[config.mk]
export PLATFORM = sky130hd
export DESIGN_NAME = clint_flat
export DESIGN_NICKNAME = d
export VERILOG_FILES = /design/src/hdl/uncorePkg.sv /design/src/hdl/ahbSlaveIf.sv /design/src/hdl/clint.sv /design/src/flat_wrapper.sv
export VERILOG_INCLUDE_DIRS = /design/src /design/src/hdl
export SDC_FILE = /design/constraint.sdc
export NUM_CORES = 1
export LEC_CHECK = 0
export BUFFER_PORTS_ARGS = -buffer_cell sky130_fd_sc_hd__buf_2
export CAP_MARGIN = 0
export CORE_MARGIN = 2
export CORE_UTILIZATION = 45
export DETAILED_ROUTE_END_ITERATION = 6
export PLACE_DENSITY = 0.7
export SLEW_MARGIN = 10
export SYNTH_ARGS = -nofsm -noshare
export SYNTH_HDL_FRONTEND = slang
export SYNTH_SLANG_ARGS = --single-unit
export TNS_END_PERCENT = 10
[constraint.sdc]
create_clock -name HCLK -period 2.6 [get_ports HCLK]
set_clock_uncertainty 0.15 [all_clocks]
set_input_delay 0.26 -clock HCLK [delete_from_list [all_inputs] [get_ports HCLK]]
set_output_delay 0.26 -clock HCLK [all_outputs]
set_load 0.005 [all_outputs]
[src/hdl/uncore_config.svh]
`ifndef UNCORE_CONFIG_SVH
`define UNCORE_CONFIG_SVH

//////////////////////////////////////////////////////////////////////
// Bus geometry
//////////////////////////////////////////////////////////////////////

// Data bus width in bits
`define AHBW 32

//////////////////////////////////////////////////////////////////////
// Address map
//////////////////////////////////////////////////////////////////////

// Tightly integrated data memory
`define DTIM_BASE 32'h8000_0000
// Depth in 32-bit words, 1 KiB in total
`define DTIM_WORDS 256

// Core-local timer block
`define CLINT_BASE 32'h0200_0000
// Four 32-bit registers
`define CLINT_RANGE 16

`endif

[src/hdl/uncorePkg.sv]
`include "uncore_config.svh"

package uncorePkg;

  //////////////////////////////////////////////////////////////////////
  // Bus vectors
  //////////////////////////////////////////////////////////////////////

  // One beat of read or write data
  typedef logic [`AHBW-1:0] busData_t;

  // Byte address on the bus
  typedef logic [31:0] busAddr_t;

  // Full 64-bit machine timer value
  typedef logic [63:0] mtime_t;

  //////////////////////////////////////////////////////////////////////
  // Encodings
  //////////////////////////////////////////////////////////////////////

  // HSIZE values that the slaves understand
  typedef enum logic [2:0] {
    sizeByte = 3'b000,
    sizeHalf = 3'b001,
    sizeWord = 3'b010
  } hsize_t;

  // CLINT word offsets, taken from address bits 3:2
  typedef enum logic [1:0] {
    regCmpLo  = 2'd0,
    regCmpHi  = 2'd1,
    regTimeLo = 2'd2,
    regTimeHi = 2'd3
  } clintReg_t;

endpackage

[src/hdl/ahbSlaveIf.sv]
`timescale 1ns/100ps

// Data-phase view of the bus as seen by one slave
interface ahbSlaveIf;

  // Select for this slave, high for one data-phase cycle
  logic                 selD;
  // Address and controls captured at the end of the address phase
  uncorePkg::busAddr_t  addrD;
  uncorePkg::hsize_t    sizeD;
  logic                 writeD;
  // Write data straight from the master
  uncorePkg::busData_t  wdata;
  // Read data back toward the multiplexer
  uncorePkg::busData_t  rdata;

  // Interconnect side
  modport ic (
    output selD,
    output addrD,
    output sizeD,
    output writeD,
    output wdata,
    input  rdata
  );

  // Slave side
  modport slave (
    input  selD,
    input  addrD,
    input  sizeD,
    input  writeD,
    input  wdata,
    output rdata
  );

endinterface

[src/hdl/clint.sv]
`timescale 1ns/100ps

module clint (
  input  logic              HCLK,
  input  logic              rst,
  ahbSlaveIf.slave          bus,
  output logic              TimerInt,
  output uncorePkg::mtime_t mtime
);

  // Compare value for the timer interrupt
  uncorePkg::mtime_t   mtimecmp;

  // Register select from the data-phase address
  uncorePkg::clintReg_t offset;
  logic                 wrEn;

  //////////////////////////////////////////////////////////////////////
  // Register access decode
  //////////////////////////////////////////////////////////////////////

  // Word offset within the 16-byte window
  assign offset = uncorePkg::clintReg_t'(bus.addrD[3:2]);

  // Whole-word writes only, size is ignored
  assign wrEn = bus.selD && bus.writeD;

  //////////////////////////////////////////////////////////////////////
  // Timer registers
  //////////////////////////////////////////////////////////////////////

  // Free-running counter
  // A write replaces one half and suppresses the increment for that edge
  always_ff @(posedge HCLK) begin
    if (rst) begin
      mtime <= '0;
    end else if (wrEn && offset == uncorePkg::regTimeLo) begin
      mtime <= {mtime[63:32], bus.wdata};
    end else if (wrEn && offset == uncorePkg::regTimeHi) begin
      mtime <= {bus.wdata, mtime[31:0]};
    end else begin
      mtime <= mtime + 64'd1;
    end
  end

  // Compare register starts at all ones so no interrupt fires
  always_ff @(posedge HCLK) begin
    if (rst) begin
      mtimecmp <= '1;
    end else if (wrEn && offset == uncorePkg::regCmpLo) begin
      mtimecmp <= {mtimecmp[63:32], bus.wdata};
    end else if (wrEn && offset == uncorePkg::regCmpHi) begin
      mtimecmp <= {bus.wdata, mtimecmp[31:0]};
    end
  end

  // Interrupt flop
  // Compares the values held before the edge
  always_ff @(posedge HCLK) begin
    if (rst) begin
      TimerInt <= 1'b0;
    end else begin
      TimerInt <= (mtime >= mtimecmp);
    end
  end

  //////////////////////////////////////////////////////////////////////
  // Read-back
  //////////////////////////////////////////////////////////////////////

  // Addressed word, live in the data phase
  always_comb begin
    case (offset)
      uncorePkg::regCmpLo:  bus.rdata = mtimecmp[31:0];
      uncorePkg::regCmpHi:  bus.rdata = mtimecmp[63:32];
      uncorePkg::regTimeLo: bus.rdata = mtime[31:0];
      uncorePkg::regTimeHi: bus.rdata = mtime[63:32];
      default:              bus.rdata = '0;
    endcase
  end

endmodule

[src/flat_wrapper.sv]
// flat-port wrapper written by rule: the top's interface ports become plain ports
module clint_flat 
  (HCLK, rst, TimerInt, mtime, bus_selD, bus_addrD, bus_sizeD, bus_writeD, bus_wdata, bus_rdata);
  ahbSlaveIf bus_i ();
  input  logic HCLK;
  input  logic rst;
  output logic TimerInt;
  output uncorePkg::mtime_t mtime;
  input wire logic [$bits(bus_i.selD)-1:0] bus_selD;
  input wire logic [$bits(bus_i.addrD)-1:0] bus_addrD;
  input wire logic [$bits(bus_i.sizeD)-1:0] bus_sizeD;
  input wire logic [$bits(bus_i.writeD)-1:0] bus_writeD;
  input wire logic [$bits(bus_i.wdata)-1:0] bus_wdata;
  output wire logic [$bits(bus_i.rdata)-1:0] bus_rdata;
  assign bus_i.selD = bus_selD;
  assign bus_i.addrD = bus_addrD;
  assign bus_i.sizeD = bus_sizeD;
  assign bus_i.writeD = bus_writeD;
  assign bus_i.wdata = bus_wdata;
  assign bus_rdata = bus_i.rdata;
  clint u_core (.HCLK(HCLK), .rst(rst), .bus(bus_i), .TimerInt(TimerInt), .mtime(mtime));
endmodule
* Word level (Yosys, flattened, before mapping)
Index checks and enable logic that the tools add are counted.
** Storage, ports and cells
- Register bits :: 129
- Input bits :: 71
- Word-level logic and storage cells :: 23
** Operators by class
- $add $sub $neg :: 1
- Order comparisons :: 1
- Eq/ne operators :: 4
- Mux-type cells :: 4
- Bitwise operators :: 1
- Reductions and logical operators :: 7
** Operator list (number)
- $pmux 32 s4 :: 1
- $add 64x1->64 const B :: 1
- $ge 64x64->1 :: 1
- $mux 32 :: 2
- $mux 64 :: 1
- $logic_and 1x1->1 :: 5
- $eq 2x2->1 const B :: 2
- $eq 2x1->1 const B :: 1
- $logic_not 2->1 :: 1
- $ne 2x1->1 const B :: 1
- $reduce_and 2->1 :: 1
- $not 1->1 :: 1

* Longest topological paths before layout
- Word-level depth :: 4
- Depth in mapped cells :: 9
- Mapped depth without buffers :: 8

* Least setup slack after synthesis
Ideal clock, no wire load.
- Path type :: register to register
- From :: register u_core.mtime[0]
- To :: register u_core.mtime[58]
- Arrival time :: 2391 ps
- Required time :: 2376 ps
- Slack :: -15 ps
- Stages on the path, launching flop included :: 9
- Path buffers :: 1
- Path through :: dfxtp_1 -> ha_1 -> nand3_1 -> nor4_4 -> and4_1 -> buf_2 -> nand2_1 -> or4_1 -> a31oi_1
** On the way
- Cells in the longest elaborated chain, start to end :: 2
** Ends and longest elaborated chain
- start, declared :: line clint.sv:8 : output uncorePkg::mtime_t mtime
- start signal, assigned :: line clint.sv:38 : mtime <= {mtime[63:32], bus.wdata};
- start signal, assigned :: line clint.sv:40 : mtime <= {bus.wdata, mtime[31:0]};
- start signal, assigned :: line clint.sv:42 : mtime <= mtime + 64'd1;
- $add 64x1->64 :: line clint.sv:42
- $mux 64 :: line clint.sv:39 : end else if (wrEn && offset == uncorePkg::regTimeHi) begin
Every way passes these cells. The select of a mux whose other input is x is not followed.
A chain may end at the register's enable or synchronous reset.

* Final worst setup path
- From :: register u_core.mtime[30]
- To :: register u_core.TimerInt
** On the way
- Cells in the longest elaborated chain, start to end :: 1
** Ends and longest elaborated chain
- $ge 64x64->1 :: line clint.sv:63 : TimerInt <= (mtime >= mtimecmp);
- end signal, assigned :: line clint.sv:63
- end, declared :: line clint.sv:7 : output logic TimerInt,
Every way passes these cells.

==> impl_results.md <==
- Outcome: finished, final reports clean
- Gpl congestion: 0.952
- CTS tree: yes
- Final period util: 0.987
- RR Endpoint: u_core.TimerInt
- Final Hold Viols: 0
- Routed wire per std cell: 19.9 µm
- Setup crit start kind: register
- Global-route wire length before repair: 46,500 µm
- Max Slew Vio Count: 0
- Starting DRT DRC Count: 878
- Comb pwr share: 0.125
- End point of the critical path: u_core.TimerInt
- Switching power: 1370 µW
- Measured slew at the worst slew-check pin: 723 ps
- FP Rows: 50
- Drt first pass iters: 5
- Pint: 4110 µW
- Die height: 141 µm
- CP Max Fanout: 7
- Crit path cell chain: buf_4 -> ha_1 -> nand4_1 -> nor3_1 -> a221oi_1 -> o211ai_1 -> o41ai_2 -> nand2_1
- R2R setup slack: 30 ps
- CP endpoint kind: register
- Crit-path slowest cell: o41ai_2
- Drt drc: 0
- RSZ-0062 raised after global routing: true
- R2R cell count: 8
- Worst skew pair latency: 440 ps
- Ant diodes: 0
- Vias in the first global route: 8,517
- Die X: 141 µm
- Primary FF master, synth: dfxtp_1
- Setup crit start: u_core.mtime[30]
- CTS Buffer Depth: 2
- Layout Utilization: 0.592
- EDFF count, synth: 0
- Total gr overflow: 0
- Sw Ratio: 0.250
- Worst Path Required: 2770 ps
- Pwr Density: 500 nW/µm²
- Dpl hpwl: 21,200 µm
- Area delta synth->final: 30.2%
- Synth Register Bits: 129
- Crit path time final: 2570 ps
- Starting Density: 0.455
- Largest net degree at the start of global routing: 65
- Highest cell delay on the worst timing path: 490 ps
- Core area: 18,500 µm²
- Detail Route Antenna Nets: 0
- Register area share after synthesis: 0.306
- Max_cap viols: 0
- CP Class: reg -> reg
- Htree depth: 4
- Synthesized area per cell: 8.29 µm²
- Yosys warnings: 0
- Synth cell types: 59
- Syn Nets: 1,152
- RR Startpoint: u_core.mtime[30]
- Worst Hold Class: in -> reg
- Reg power frac: 0.384
- Net count reported at finish: 1,372
- Clock slew at reported path FFs: 60 ps
- Fin Hold WS: 23.8 ps
- Vias/cell: 6.06
- Vias: 8,976
- Root Buffer: clkbuf_16
- Slew HR: 0.505
- CP arrival: 2740 ps
- Io pins: 168
- Max Freq: 390 MHz
- VDD IR max: 0.428 mV
- CTS Sinks: 129
- LEAKAGE: 0.00504 µW
- Count of buffers from port buffering: 134
- GRT Total Usage: 0.297
- Setup Fix Bufs, Post-CTS: 0
- Final wirelength: 29,500 µm
- Die ar.: 19,800 µm²
- Async SR Flop Fraction: 0
- Clk pwr share: 0.491
- Synthesized instance count: 1,016
- Cts bufs inserted: 17
- Initial antenna violation count: 0
- Synthesized area: 8430 µm²
- Share of cells above drive strength 1: 0.264
- Final setup fails: 0
[state kept, by name, indices dropped and copies added, names as in the netlist]
name / flops
u_core.mtime: 64
u_core.mtimecmp: 64
u_core.TimerInt: 1
[cells in the final DEF, fill, tap and decap left out, types with 7 or more instances in the layout]
master	netlist	final
ha_1	65	64
nand2_1	145	144
nand3_1	28	24
inv_1	72	71
a221oi_1	8	8
dfxtp_1	129	126
mux2_2	9	9
o211ai_1	73	73
o21ai_0	40	40
a21o_1	10	10
mux4_2	32	32
a21oi_1	73	73
and2_1	7	7
or3_1	10	9
nor4_1	18	17
dlygate4sd3_1	0	31
and4_1	9	9
nand4_1	31	31
a31oi_1	17	17
clkbuf_16	0	17
and3_1	18	17
nor2_1	55	54
nor3_1	20	18
a22oi_1	8	8
buf_4	0	95
mux2i_1	7	7
buf_2	3	134
[worst max-delay path, delay by kind of cell, from the launching register on]
| kind | cells | cell delay, ps |
|---|---|---|
| AO/OA/AOI/OAI | 3 | 1060 |
| adder cells (fa/ha/maj) | 1 | 340 |
| buffers and inverters | 1 | 160 |
| flip-flops | 1 | 330 |
| AND/OR/NAND/NOR | 3 | 420 |
[layer usage]
metal | track usage | wire [µm] | vias to the layer above
li1 | - | - | 4253
met1 | 0.404 | 13100 | 4309
met2 | 0.487 | 13900 | 358
met3 | 0.0486 | 1860 | 56
met4 | 0.0932 | 666 | 0
met5 | 0 | 0 | -
[power by group through the flow]
stage                     clock network [µW]  logic [µW]  registers [µW]
after floorplan                            0         343            2150
after global placement                     0         629            2140
final                                   2690         685            2100
after detailed placement                   0         639            2140
after CTS                               2700         680            2100
after global routing                    2790         751            2110
[synthesized netlist by cell type, types with 4 or more instances]
library cell  count  area (µm²)
nor2_1           55         206
clkbuf_1         54         203
a221oi_1          8        70.1
a22oi_1           8        60.1
buf_1             6        22.5
nand3_1          28         140
a211oi_1          5        37.5
inv_1            72         270
a21oi_1          73         365
or3_1            10        62.6
and2_1            7        43.8
ha_1             65         813
xnor2_1           5        43.8
mux4_2           32         721
a31oi_1          17         106
a311oi_1          4        35.0
nand2_1         145         544
a2111oi_0         5        43.8
dfxtp_1         129        2580
mux2i_1           7        70.1
a21o_1           10        75.1
o21ai_0          40         200
nor4_1           18         113
o211ai_1         73         548
nor3_1           20         100
or4_1             4        30.0
mux2_2            9         101
and4_1            9        78.8
and3_1           18         113
nand4_1          31         194
[kinds of logic after synthesis]
group           Yosys count  synth area share
compound gates          269             0.210
buf+inv                 135            0.0606
fa+ha+maj                65            0.0965
xor+xnor                  6           0.00624
simple gates            364             0.214
flops                   129             0.306
mux                      48             0.106
[worst min path at each step]
stage	depth (start not counted)	end	slack [ps]	startpoint
floorplan	2	u_core.mtimecmp[0]	240	bus_wdata[0]
global placement	2	u_core.mtimecmp[49]	350	u_core.mtimecmp[49]
detailed placement	2	u_core.mtimecmp[9]	360	u_core.mtimecmp[9]
CTS	3	u_core.mtimecmp[34]	10	bus_wdata[2]
global route	3	u_core.mtimecmp[2]	40	bus_wdata[2]
finish	3	u_core.mtimecmp[34]	20	bus_wdata[2]
[cell type report]
class / instances / area (µm²)
Tap cell: 234 / 293
Clock buffer: 21 / 460
Sequential cell: 129 / 2590
Clock inverter: 10 / 183
Inverter: 72 / 270
Timing Repair Buffer: 264 / 1770
Multi-Input combinational cell: 752 / 5400
Fill cell: 1670 / 7550
[timing repair]
| item | CTS | global route |
|---|---|---|
| endpoints found under the setup margin | 2 | 9 |
| hold buffers | 31 | 0 |
| gates cloned | 0 | 0 |
| endpoints found under the hold margin | 83 | 0 |
| gates resized for setup | 3 | 11 |
| pin swaps | 0 | 3 |
[stage by stage]
step | instance area (µm²) | TNS (ps) | setup slack [ps] | total power (µW) | cells
final | 11000 | 0 | 35.0 | 5480 | 1482
after global routing | 11000 | -26.1 | -20.8 | 5650 | 1482
after CTS | 10900 | 0 | 8.89 | 5470 | 1482
after detailed placement | 9960 | -196 | -196 | 2780 | 1420
after global placement | 9960 | -187 | -187 | 2770 | 1420
after floorplan | 8430 | 0 | 70.0 | 2490 | 1016
(Power assumes the default switching activity.)
