`src/hdl/uncore_config.svh`:
```
`ifndef UNCORE_CONFIG_SVH
`define UNCORE_CONFIG_SVH

//////////////////////////////////////////////////////////////////////
// Bus geometry
//////////////////////////////////////////////////////////////////////

// Data bus width in bits
`define AHBW 32

//////////////////////////////////////////////////////////////////////
// Address map
//////////////////////////////////////////////////////////////////////

// Tightly integrated data memory
`define DTIM_BASE 32'h8000_0000
// Depth in 32-bit words, 1 KiB in total
`define DTIM_WORDS 256

// Core-local timer block
`define CLINT_BASE 32'h0200_0000
// Four 32-bit registers
`define CLINT_RANGE 16

`endif

```
`src/hdl/uncorePkg.sv`:
```
`include "uncore_config.svh"

package uncorePkg;

  //////////////////////////////////////////////////////////////////////
  // Bus vectors
  //////////////////////////////////////////////////////////////////////

  // One beat of read or write data
  typedef logic [`AHBW-1:0] busData_t;

  // Byte address on the bus
  typedef logic [31:0] busAddr_t;

  // Full 64-bit machine timer value
  typedef logic [63:0] mtime_t;

  //////////////////////////////////////////////////////////////////////
  // Encodings
  //////////////////////////////////////////////////////////////////////

  // HSIZE values that the slaves understand
  typedef enum logic [2:0] {
    sizeByte = 3'b000,
    sizeHalf = 3'b001,
    sizeWord = 3'b010
  } hsize_t;

  // CLINT word offsets, taken from address bits 3:2
  typedef enum logic [1:0] {
    regCmpLo  = 2'd0,
    regCmpHi  = 2'd1,
    regTimeLo = 2'd2,
    regTimeHi = 2'd3
  } clintReg_t;

endpackage

```
`src/hdl/ahbSlaveIf.sv`:
```
`timescale 1ns/100ps

// Data-phase view of the bus as seen by one slave
interface ahbSlaveIf;

  // Select for this slave, high for one data-phase cycle
  logic                 selD;
  // Address and controls captured at the end of the address phase
  uncorePkg::busAddr_t  addrD;
  uncorePkg::hsize_t    sizeD;
  logic                 writeD;
  // Write data straight from the master
  uncorePkg::busData_t  wdata;
  // Read data back toward the multiplexer
  uncorePkg::busData_t  rdata;

  // Interconnect side
  modport ic (
    output selD,
    output addrD,
    output sizeD,
    output writeD,
    output wdata,
    input  rdata
  );

  // Slave side
  modport slave (
    input  selD,
    input  addrD,
    input  sizeD,
    input  writeD,
    input  wdata,
    output rdata
  );

endinterface

```
`src/hdl/ahbInterconnect.sv`:
```
`timescale 1ns/100ps
`include "uncore_config.svh"

module ahbInterconnect (
  input  logic                HCLK,
  input  logic                rst,
  input  uncorePkg::busAddr_t HADDR,
  input  logic [1:0]          HTRANS,
  input  logic                HWRITE,
  input  uncorePkg::hsize_t   HSIZE,
  input  uncorePkg::busData_t HWDATA,
  output uncorePkg::busData_t HRDATA,
  ahbSlaveIf.ic               dtimBus,
  ahbSlaveIf.ic               clintBus
);

  // Address-phase hits
  logic                dtimHit;
  logic                clintHit;
  // Data-phase copies
  logic                dtimSelD;
  logic                clintSelD;
  uncorePkg::busAddr_t addrD;
  uncorePkg::hsize_t   sizeD;
  logic                writeD;

  // True when addr lies in [base, base + range)
  function automatic logic inRange(uncorePkg::busAddr_t addr,
                                   uncorePkg::busAddr_t base,
                                   uncorePkg::busAddr_t range);
    return (addr >= base) && (addr < base + range);
  endfunction

  //////////////////////////////////////////////////////////////////////
  // Address decode
  //////////////////////////////////////////////////////////////////////

  // Only NONSEQ and SEQ beats count, so HTRANS bit 1 qualifies the hit
  assign dtimHit  = HTRANS[1] && inRange(HADDR, `DTIM_BASE, `DTIM_WORDS * 4);
  assign clintHit = HTRANS[1] && inRange(HADDR, `CLINT_BASE, `CLINT_RANGE);

  //////////////////////////////////////////////////////////////////////
  // Address to data phase
  //////////////////////////////////////////////////////////////////////

  // Selects are control state
  always_ff @(posedge HCLK) begin
    if (rst) begin
      dtimSelD  <= 1'b0;
      clintSelD <= 1'b0;
    end else begin
      dtimSelD  <= dtimHit;
      clintSelD <= clintHit;
    end
  end

  // Shared controls ride along, qualified later by the selects
  always_ff @(posedge HCLK) begin
    addrD  <= HADDR;
    sizeD  <= HSIZE;
    writeD <= HWRITE;
  end

  // Fan the data phase out to both slaves
  assign dtimBus.selD    = dtimSelD;
  assign dtimBus.addrD   = addrD;
  assign dtimBus.sizeD   = sizeD;
  assign dtimBus.writeD  = writeD;
  assign dtimBus.wdata   = HWDATA;
  assign clintBus.selD   = clintSelD;
  assign clintBus.addrD  = addrD;
  assign clintBus.sizeD  = sizeD;
  assign clintBus.writeD = writeD;
  assign clintBus.wdata  = HWDATA;

  // Read mux; an unmapped beat has no select and reads zero
  assign HRDATA = ({`AHBW{dtimSelD}}  & dtimBus.rdata) |
                  ({`AHBW{clintSelD}} & clintBus.rdata);

endmodule

```
`src/flat_wrapper.sv`:
```
// flat-port wrapper written by rule: the top's interface ports become plain ports
module ahbInterconnect_flat 
  (HCLK, rst, HADDR, HTRANS, HWRITE, HSIZE, HWDATA, HRDATA, dtimBus_selD, dtimBus_addrD, dtimBus_sizeD, dtimBus_writeD, dtimBus_wdata, dtimBus_rdata, clintBus_selD, clintBus_addrD, clintBus_sizeD, clintBus_writeD, clintBus_wdata, clintBus_rdata);
  ahbSlaveIf dtimBus_i ();
  ahbSlaveIf clintBus_i ();
  input  logic HCLK;
  input  logic rst;
  input  uncorePkg::busAddr_t HADDR;
  input  logic [1:0] HTRANS;
  input  logic HWRITE;
  input  uncorePkg::hsize_t HSIZE;
  input  uncorePkg::busData_t HWDATA;
  output uncorePkg::busData_t HRDATA;
  output wire logic [$bits(dtimBus_i.selD)-1:0] dtimBus_selD;
  output wire logic [$bits(dtimBus_i.addrD)-1:0] dtimBus_addrD;
  output wire logic [$bits(dtimBus_i.sizeD)-1:0] dtimBus_sizeD;
  output wire logic [$bits(dtimBus_i.writeD)-1:0] dtimBus_writeD;
  output wire logic [$bits(dtimBus_i.wdata)-1:0] dtimBus_wdata;
  input wire logic [$bits(dtimBus_i.rdata)-1:0] dtimBus_rdata;
  output wire logic [$bits(clintBus_i.selD)-1:0] clintBus_selD;
  output wire logic [$bits(clintBus_i.addrD)-1:0] clintBus_addrD;
  output wire logic [$bits(clintBus_i.sizeD)-1:0] clintBus_sizeD;
  output wire logic [$bits(clintBus_i.writeD)-1:0] clintBus_writeD;
  output wire logic [$bits(clintBus_i.wdata)-1:0] clintBus_wdata;
  input wire logic [$bits(clintBus_i.rdata)-1:0] clintBus_rdata;
  assign dtimBus_selD = dtimBus_i.selD;
  assign dtimBus_addrD = dtimBus_i.addrD;
  assign dtimBus_sizeD = dtimBus_i.sizeD;
  assign dtimBus_writeD = dtimBus_i.writeD;
  assign dtimBus_wdata = dtimBus_i.wdata;
  assign dtimBus_i.rdata = dtimBus_rdata;
  assign clintBus_selD = clintBus_i.selD;
  assign clintBus_addrD = clintBus_i.addrD;
  assign clintBus_sizeD = clintBus_i.sizeD;
  assign clintBus_writeD = clintBus_i.writeD;
  assign clintBus_wdata = clintBus_i.wdata;
  assign clintBus_i.rdata = clintBus_rdata;
  ahbInterconnect u_core (.HCLK(HCLK), .rst(rst), .HADDR(HADDR), .HTRANS(HTRANS), .HWRITE(HWRITE), .HSIZE(HSIZE), .HWDATA(HWDATA), .HRDATA(HRDATA), .dtimBus(dtimBus_i), .clintBus(clintBus_i));
endmodule
```
`config.mk`:
```
export PLATFORM = sky130hd
export DESIGN_NAME = ahbInterconnect_flat
export DESIGN_NICKNAME = d
export VERILOG_FILES = /design/src/hdl/uncorePkg.sv /design/src/hdl/ahbSlaveIf.sv /design/src/hdl/ahbInterconnect.sv /design/src/flat_wrapper.sv
export VERILOG_INCLUDE_DIRS = /design/src /design/src/hdl
export SDC_FILE = /design/constraint.sdc
export NUM_CORES = 1
export LEC_CHECK = 0
export ABC_AREA = 1
export BUFFER_PORTS_ARGS = -buffer_cell sky130_fd_sc_hd__buf_2
export CAP_MARGIN = 15
export CORE_AREA = 2 2 120 122
export CTS_BUF_LIST = sky130_fd_sc_hd__clkbuf_16
export DETAILED_ROUTE_END_ITERATION = 12
export DIE_AREA = 0 0 122 124
export GPL_TIMING_DRIVEN = 0
export PLACE_DENSITY = 0.44
export SLEW_MARGIN = 15
export SYNTH_ARGS = -nofsm -noshare
export SYNTH_HDL_FRONTEND = slang
export SYNTH_SLANG_ARGS = --single-unit
```
`constraint.sdc`:
```
create_clock -name HCLK -period 1.4 [get_ports HCLK]
set_clock_uncertainty 0.1 [all_clocks]
set_input_delay 0 -clock HCLK [delete_from_list [all_inputs] [get_ports HCLK]]
set_output_delay 0 -clock HCLK [all_outputs]
set_load 0.01 [all_outputs]
```
== Word-level counts from Yosys, hierarchy flattened ==
Index checks and enable logic that the tools add are counted.

* $add $sub $neg: 0
* $mul: 0
* Divide/modulo/power cells: 0
* Magnitude comparators: 4
* Equal/unequal tests: 0
* Shift-type cells: 0
* Mux-type cells: 0
* Bitwise logic cells: 3
* Reductions and logical operators: 4

{| class="wikitable"
|+ Operators with widths
! cell !! number
|-
| AND 32 bit || 2
|-
| greater-or-equal comparator 32 x 26 -> 1 bit (second input constant) || 1
|-
| greater-or-equal comparator 32 bit (second input constant) || 1
|-
| less-than comparator 32 x 26 -> 1 bit (second input constant) || 1
|-
| less-than comparator 32 bit (second input constant) || 1
|-
| OR 32 bit || 1
|-
| logical AND 1 bit || 4
|}

* Register bits: 38
* Bits in latches: 0
* RAM bits: 0
* Bits in read-only memories: 0
* Input port bits: 136
* Output and inout port bits: 170
* Logic and storage cells: 16
* Memories: 0

== Logic depth before layout (Yosys ltp) ==
Gate-level depths: netlist of run 1.

* Depth in word-level cells: 3
* Mapped depth: 6
* Gate-level depth less buffers: 6

== Worst setup path after synthesis of run 1 ==
No wires, ideal clock.

* Path type: flip-flop to output port
* Start point: reg u_core.dtimSelD, in the netlist u_core.dtimBus.selD
* End point: out HRDATA[0]
* Arrival time: 0.806 ns
* Required time: 1.300 ns
* Setup slack: 0.494 ns
* Cell stages (with the launch flop): 3
* Path buffers: 1
* Path through: dfxtp_1 -> buf_6 -> a22o_1

* Word-level cells in the longest chain between the ends: 2

{| class="wikitable"
|+ RTL lines
! what !! RTL line !! RTL
|-
| from (decl) || ahbInterconnect.sv:21 || <nowiki>logic dtimSelD;</nowiki>
|-
| from (signal assigned) || ahbInterconnect.sv:52 || <nowiki>dtimSelD <= dtimHit;</nowiki>
|-
| AND 32 bit || ahbInterconnect.sv:77 || <nowiki>assign HRDATA = ({`AHBW{dtimSelD}} & dtimBus.rdata) |</nowiki>
|-
| OR 32 bit || ahbInterconnect.sv:77 ||
|-
| to (decl) || flat_wrapper.sv:13 || <nowiki>output uncorePkg::busData_t HRDATA;</nowiki>
|}

No other way between the ends.

== Final worst setup path of run 1 ==
* Start point: reg u_core.dtimSelD, in the netlist u_core.dtimBus.selD
* End point: out HRDATA[18]

The elaborated chain is that of the path after synthesis.

==> impl_metrics.py, run 1 <==
metrics = {
    "status": {
        "status": "finished clean",
    },
    "finish": {
        "area_growth_pct": 106,
        "n_fill_cell": 1446,
        "multiInputGateArea_um2": 404,
        "regArea_um2": 763,
        "num_antenna_cells": 0,
        "final_net_count": 660,
        "final_cell_area_um2": 4110,
        "layout-drive-gt1-share": 0.742,
    },
    "timing": {
        "max_freq_ghz": 0.790,
        "maxSlewViolCount": 0,
        "slew_headroom": 0.872,
        "worstMarginPinSlew_ns": 0.190,
        "period_share": 0.904,
        "min_period_ns": 1.27,
        "fin_ws_ns": 0.134,
        "final-setup-viol-count": 0,
        "rsz0062_at_grt": "no",
        "hold_viol_final": 0,
        "fin_setup_tns_ns": 0,
        "holdWs_ns": 0.0264,
    },
    "cts": {
        "cts_made_buffers": 5,
        "cts_setup_buffers": 0,
        "clkTransAtPathRegs_ns": 0.05,
        "cts_sinks": 38,
        "cts_buffer_depth": 2,
        "tritoncts": "done",
        "cts-root-buf": "clkbuf_16",
        "htree_levels": 2,
    },
    "min_path": {
        "hold_path_depth": 4,
        "hp-class": "in2reg",
        "min-delay-start": "HTRANS[1]",
    },
    "power": {
        "peakVddDrop_mv": 0.450,
        "cellPowerDensity_nw_per_um2": 770,
        "p_leak_nw": 2.35,
    },
    "place": {
        "numPortBuffers": 272,
        "placed_area_um2": 3580,
        "place_congestion": 0.653,
        "dp_hpwl_um": 7260,
        "dpl_worst_slack_ns": 0.233,
    },
    "detailed_routing": {
        "routed_wl_um": 8460,
        "drt-wirelength-per-cell_um": 12.0,
        "ant_nets": 0,
        "via_count": 2479,
        "drt-initial-drc-count": 53,
        "routed_via_density": 3.52,
        "drt-pass1-iter-count": 3,
        "remaining_drc_errors": 0,
    },
    "grt": {
        "grt_max_degree": 12,
        "grt_pass1_wl_um": 11100,
        "grt-ovfl-total": 0,
        "antenna_found_initial": 0,
        "track_usage": 0.0934,
        "grt_pass1_vias": 2416,
    },
    "synthesis": {
        "ys_top_cells_by_area": "dfxtp_1 (38%), buf_4 (38%), a22o_1 (13%)",
        "yosysSeqAreaShare": 0.381,
        "synth_compound_area_frac": 0.142,
        "synthAdderAreaFrac": 0,
        "synth_area_per_cell_um2": 9.59,
        "syn_inst": 208,
        "syn_area_um2": 1990,
        "netlist.area_leader.share": 0.381,
        "synth.largest_area_cell": "dfxtp_1",
        "yosys.cell_types.count": 12,
        "synth_simple_gate_area_frac": 0.0609,
        "yosys_register_bits": 38,
        "synthXorXnorAreaFrac": 0,
        "synth_top_family_by_area": "buffers and inverters",
        "yosys-mux-area-fraction": 0,
        "yosys_warnings": 0,
        "syn_nets": 344,
    },
    "setup_path": {
        "cp_num_buf_inv": 2,
        "crit_path_max_incr_delay_ns": 0.37,
        "crit_chain": "buf_6 -> a22o_1 -> buf_2",
        "required_ns": 1.30,
        "cp_slowest_cell": "dfxtp_2",
        "cp_data_arrival_time_ns": 1.17,
        "start_kind": "flip-flop",
        "cp-end-kind": "primary output",
        "cp-startpoint": "u_core.dtimBus.selD",
        "crit_family": "flip-flops",
        "cp_max_fo": 10,
        "crit_type": "reg2out",
        "cp.depth": 3,
    },
    "die": {
        "num_io_pins": 306,
        "coreArea_um2": 13700,
        "start_util": 0.145,
        "die_x_um": 122,
        "die-area_um2": 15100,
        "die_y_um": 124,
        "rows": 43,
    },
    "flow_run": {
        "drv_cap": 0,
    },
}
-- tightest hold or removal path, stage by stage --
cell	delay (ns)
buf_2	0.09
nor3b_1	0.12
nand3_1	0.10
nor2_1	0.05
-- Yosys cell counts, drive strengths merged --
| cell type | number |
|---|---|
| nor2 | 16 |
| nand3 | 3 |
| nor3 | 2 |
| a22o | 32 |
| dfxtp | 38 |
| inv | 3 |
| buf | 106 |
| nor3b | 1 |
| nand2 | 7 |
-- layout by cell type, fill, tap and decap left out --
cell | Yosys | layout
buf_2 | 0 | 272
buf_4 | 100 | 100
dlygate4sd3_1 | 0 | 37
dfxtp_1 | 38 | 36
a22o_1 | 30 | 30
nor2_1 | 15 | 15
nand2_1 | 7 | 7
buf_6 | 6 | 6
clkbuf_16 | 0 | 5
nand3_1 | 3 | 3
inv_1 | 3 | 3
a22o_2 | 2 | 2
nor3_1 | 2 | 2
dfxtp_2 | 0 | 2
nor3b_1 | 1 | 1
nor2_2 | 1 | 1
bufinv_16 | 0 | 1
clkinv_1 | 0 | 1
-- worst paths after layout --
path	endpoint
worst min-delay path	u_core.dtimBus.selD
worst max-delay path	HRDATA[18]
-- per-stage QoR --
step / power, mW / cells / util
after floorplan: 1.52 / 208 / -
after global placement: 1.88 / 660 / 0.261
after detailed placement: 1.88 / 660 / 0.261
after CTS: 3.21 / 704 / 0.300
after global routing: 3.32 / 704 / 0.300
final: 3.17 / 704 / 0.300
-- state kept, by name, indices dropped and copies added, names as in the netlist --
signal and cells:
u_core.clintBus.addrD 32, u_core.clintBus.sizeD 3, u_core.clintBus.selD 1, u_core.clintBus.writeD 1, u_core.dtimBus.selD 1
-- metal layers --
layer  vias to the layer above  routed length (um)  share of wire  global-route usage
li1                       1217                   -              -                   -
met4                         0                  46         0.0054              0.0259
met2                       160                4730           0.56               0.196
met1                      1098                2780           0.33              0.0904
met5                         -                   0              0                   0
met3                         4                 911           0.11              0.0197
-- cell families after synthesis --
| family | after synthesis |
|---|---|
| flops | 38 |
| buf+inv | 109 |
| simple gates | 29 |
| compound gates | 32 |
-- where the power goes --
part / internal (mW) / switching (mW)
Clock: 0.823 / 0.407
Combinational: 0.478 / 0.289
Sequential: 1.14 / 0.0302
Total: 2.44 / 0.726
-- final cells by class --
class | instances | share of cell area
Inverter | 3 | 0.00274
Sequential cell | 38 | 0.186
Buffer | 106 | 0.199
Tap cell | 180 | 0.0548
Multi-Input combinational cell | 61 | 0.0983
Clock inverter | 2 | 0.00821
Clock buffer | 5 | 0.0304
Timing Repair Buffer | 309 | 0.421
-- timing repair --
item / in CTS / in global routing
setup endpoints to repair: 28 / 0
gates resized for setup: 2 / 0
endpoints found under the hold margin: 38 / 0
hold buffers: 37 / 0
(Power assumes the default switching activity.)
==> inputs of run 2 (changes only) <==
--- a/config.mk
+++ b/config.mk
@@ -9,12 +9,12 @@
 export ABC_AREA = 1
 export BUFFER_PORTS_ARGS = -buffer_cell sky130_fd_sc_hd__buf_2
 export CAP_MARGIN = 15
-export CORE_AREA = 2 2 120 122
+export CORE_AREA = 2 2 118 120
 export CTS_BUF_LIST = sky130_fd_sc_hd__clkbuf_16
 export DETAILED_ROUTE_END_ITERATION = 12
-export DIE_AREA = 0 0 122 124
+export DIE_AREA = 0 0 120 122
 export GPL_TIMING_DRIVEN = 0
-export PLACE_DENSITY = 0.44
+export PLACE_DENSITY = 0.45
 export SLEW_MARGIN = 15
 export SYNTH_ARGS = -nofsm -noshare
 export SYNTH_HDL_FRONTEND = slang
==> constraint.sdc (replaced) <==
create_clock -name HCLK -period 1.23 [get_ports HCLK]
set_clock_uncertainty 0.1 [all_clocks]
set_input_delay 0 -clock HCLK [delete_from_list [all_inputs] [get_ports HCLK]]
set_output_delay 0 -clock HCLK [all_outputs]
set_load 0.01 [all_outputs]
==> run 2 against run 1 <==
  * The flow now finishes with violations (setup timing)
  * Count of clock-buffer cells in the layout stayed put
  * Global-route usage shrank 0.19 points
  * Die area down 3.2%
  * Hold slack improved by 0.0036 ns
==> impl_metrics.py, run 2 (synthesis results as in run 1) <==
metrics = {
    "status": {
        "status": "finished, violations left",
        "violations": "setup timing",
    },
    "min_path": {
        "min_to": "u_core.clintBus.selD",
        "hold_path_depth": 4,
        "hp-class": "in2reg",
        "min-delay-start": "HTRANS[1]",
    },
    "setup_path": {
        "crit_chain": "buf_6 -> a22o_1 -> buf_2",
        "crit_path_max_incr_delay_ns": 0.39,
        "cp-end-kind": "primary output",
        "cp_data_arrival_time_ns": 1.21,
        "start_kind": "flip-flop",
        "cp_max_fo": 7,
        "cp_slowest_cell": "dfxtp_4",
        "crit_type": "reg2out",
        "required_ns": 1.13,
    },
    "power": {
        "p_int_mw": 2.77,
        "clock_power_share": 0.392,
        "p_leak_nw": 2.36,
        "cellPowerDensity_nw_per_um2": 869,
        "p_seq_frac": 0.369,
        "swShare": 0.229,
        "p_switching_mw": 0.824,
        "peakVddDrop_mv": 0.917,
        "combPwrFrac": 0.239,
    },
    "timing": {
        "hold_viol_final": 0,
        "fin_ws_ns": -0.0830,
        "final-setup-viol-count": 30,
        "maxSlewViolCount": 0,
        "rsz0062_at_grt": "yes",
        "worstMarginPinSlew_ns": 0.178,
        "holdWs_ns": 0.0300,
        "slew_headroom": 0.881,
        "period_share": 1.07,
        "max_freq_ghz": 0.762,
        "min_period_ns": 1.31,
    },
    "grt": {
        "grt_pass1_wl_um": 10700,
        "antenna_found_initial": 0,
        "track_usage": 0.0915,
        "grt_pass1_vias": 2266,
        "grt_max_degree": 12,
        "grt-ovfl-total": 0,
    },
    "place": {
        "place_congestion": 0.710,
        "numPortBuffers": 272,
        "dp_hpwl_um": 6270,
    },
    "detailed_routing": {
        "drt-pass1-iter-count": 4,
        "drt-wirelength-per-cell_um": 10.7,
        "drt-initial-drc-count": 45,
        "ant_nets": 0,
        "routed_via_density": 3.47,
        "routed_wl_um": 7560,
        "remaining_drc_errors": 0,
        "via_count": 2448,
    },
    "flow_run": {
        "drv_cap": 0,
    },
    "cts": {
        "tritoncts": "done",
        "htree_levels": 2,
        "clkTransAtPathRegs_ns": 0.05,
        "cts-root-buf": "clkbuf_16",
        "cts_buffer_depth": 2,
        "cts_setup_buffers": 0,
        "cts_made_buffers": 5,
        "cts_sinks": 38,
    },
    "finish": {
        "num_antenna_cells": 0,
        "layout-drive-gt1-share": 0.745,
        "regMostFlops": "u_core.clintBus.addrD",
        "final_net_count": 661,
        "top_regs": "u_core.clintBus.addrD: 32 flops, u_core.clintBus.sizeD: 3 flops",
        "finish.utilization": 0.306,
        "mostFrequentLayoutCells": "buf_2 (272), buf_4 (100), dlygate4sd3_1 (37)",
        "largest_reg_flops": 32,
        "area_growth_pct": 107,
        "layout_commonest_cell": "buf_2",
    },
    "die": {
        "die_x_um": 120,
        "num_io_pins": 306,
        "start_util": 0.148,
        "die_y_um": 122,
        "die-area_um2": 14600,
        "rows": 43,
        "coreArea_um2": 13500,
    },
}
[run 2: routing by layer]
| metal | wire (um) | GRT usage |
|---|---|---|
| met1 | 2550 | 0.0925 |
| met2 | 4210 | 0.184 |
| met3 | 706 | 0.0173 |
| met4 | 91 | 0.0331 |
| met5 | 0 | 0 |
[run 2: worst max-delay path by stage]
stage,from,to,slack [ns],cells after the start
detailed placement,u_core.dtimBus.selD,HRDATA[10],-0.03,3
global route,u_core.dtimBus.selD,HRDATA[8],-0.10,3
finish,u_core.dtimBus.selD,HRDATA[8],-0.08,3
CTS,u_core.dtimBus.selD,HRDATA[8],-0.1,3
global placement,u_core.dtimBus.selD,HRDATA[10],-0.006,3
floorplan,u_core.dtimBus.selD,HRDATA[0],0.32,2
[run 2: power by group through the flow]
stage | Combinational, mW | Clock, mW | Sequential, mW
2_1_floorplan | 0.349 | 0 | 1.38
3_3_place_gp | 0.773 | 0 | 1.36
3_5_place_dp | 0.774 | 0 | 1.36
4_1_cts | 0.865 | 1.46 | 1.33
5_1_grt | 0.930 | 1.50 | 1.33
6_report | 0.860 | 1.41 | 1.33
[run 2: worst max-delay path: cells and delay by family (launching register included)]
family,cells,cell delay [ns]
AOI/OAI and AO/OA,1,0.25
buffers and inverters,2,0.29
DFF,1,0.39
[run 2: layout make-up]
cell class	count	area, um2
fill	1417	9370
timing repair buffer	310	1740
buffer	106	818
sequential	38	768
multi-input combinational	61	413
tap	180	225
clock buffer	5	125
clock inverter	2	33.8
inverter	3	11.3
[run 2: stage by stage]
| stage | cell area (um2) | worst slack, ns | cells | TNS [ns] | power (mW) |
|---|---|---|---|---|---|
| 6_report | 4140 | -0.0830 | 705 | -0.897 | 3.60 |
| 5_1_grt | 4140 | -0.103 | 705 | -2.21 | 3.76 |
| 2_1_floorplan | 1990 | 0.324 | 208 | 0 | 1.73 |
| 4_1_cts | 4140 | -0.0987 | 705 | -1.65 | 3.65 |
| 3_3_place_gp | 3580 | -0.00600 | 660 | -0.00600 | 2.13 |
| 3_5_place_dp | 3580 | -0.0330 | 660 | -0.0471 | 2.13 |
[run 2: timing repair]
item / CTS / global route
pin swaps: 1 / 1
endpoints found under the hold margin: 38 / 0
cloned: 1 / 0
hold buffers: 37 / 0
endpoints found under the setup margin: 32 / 30
resized for setup: 6 / 0
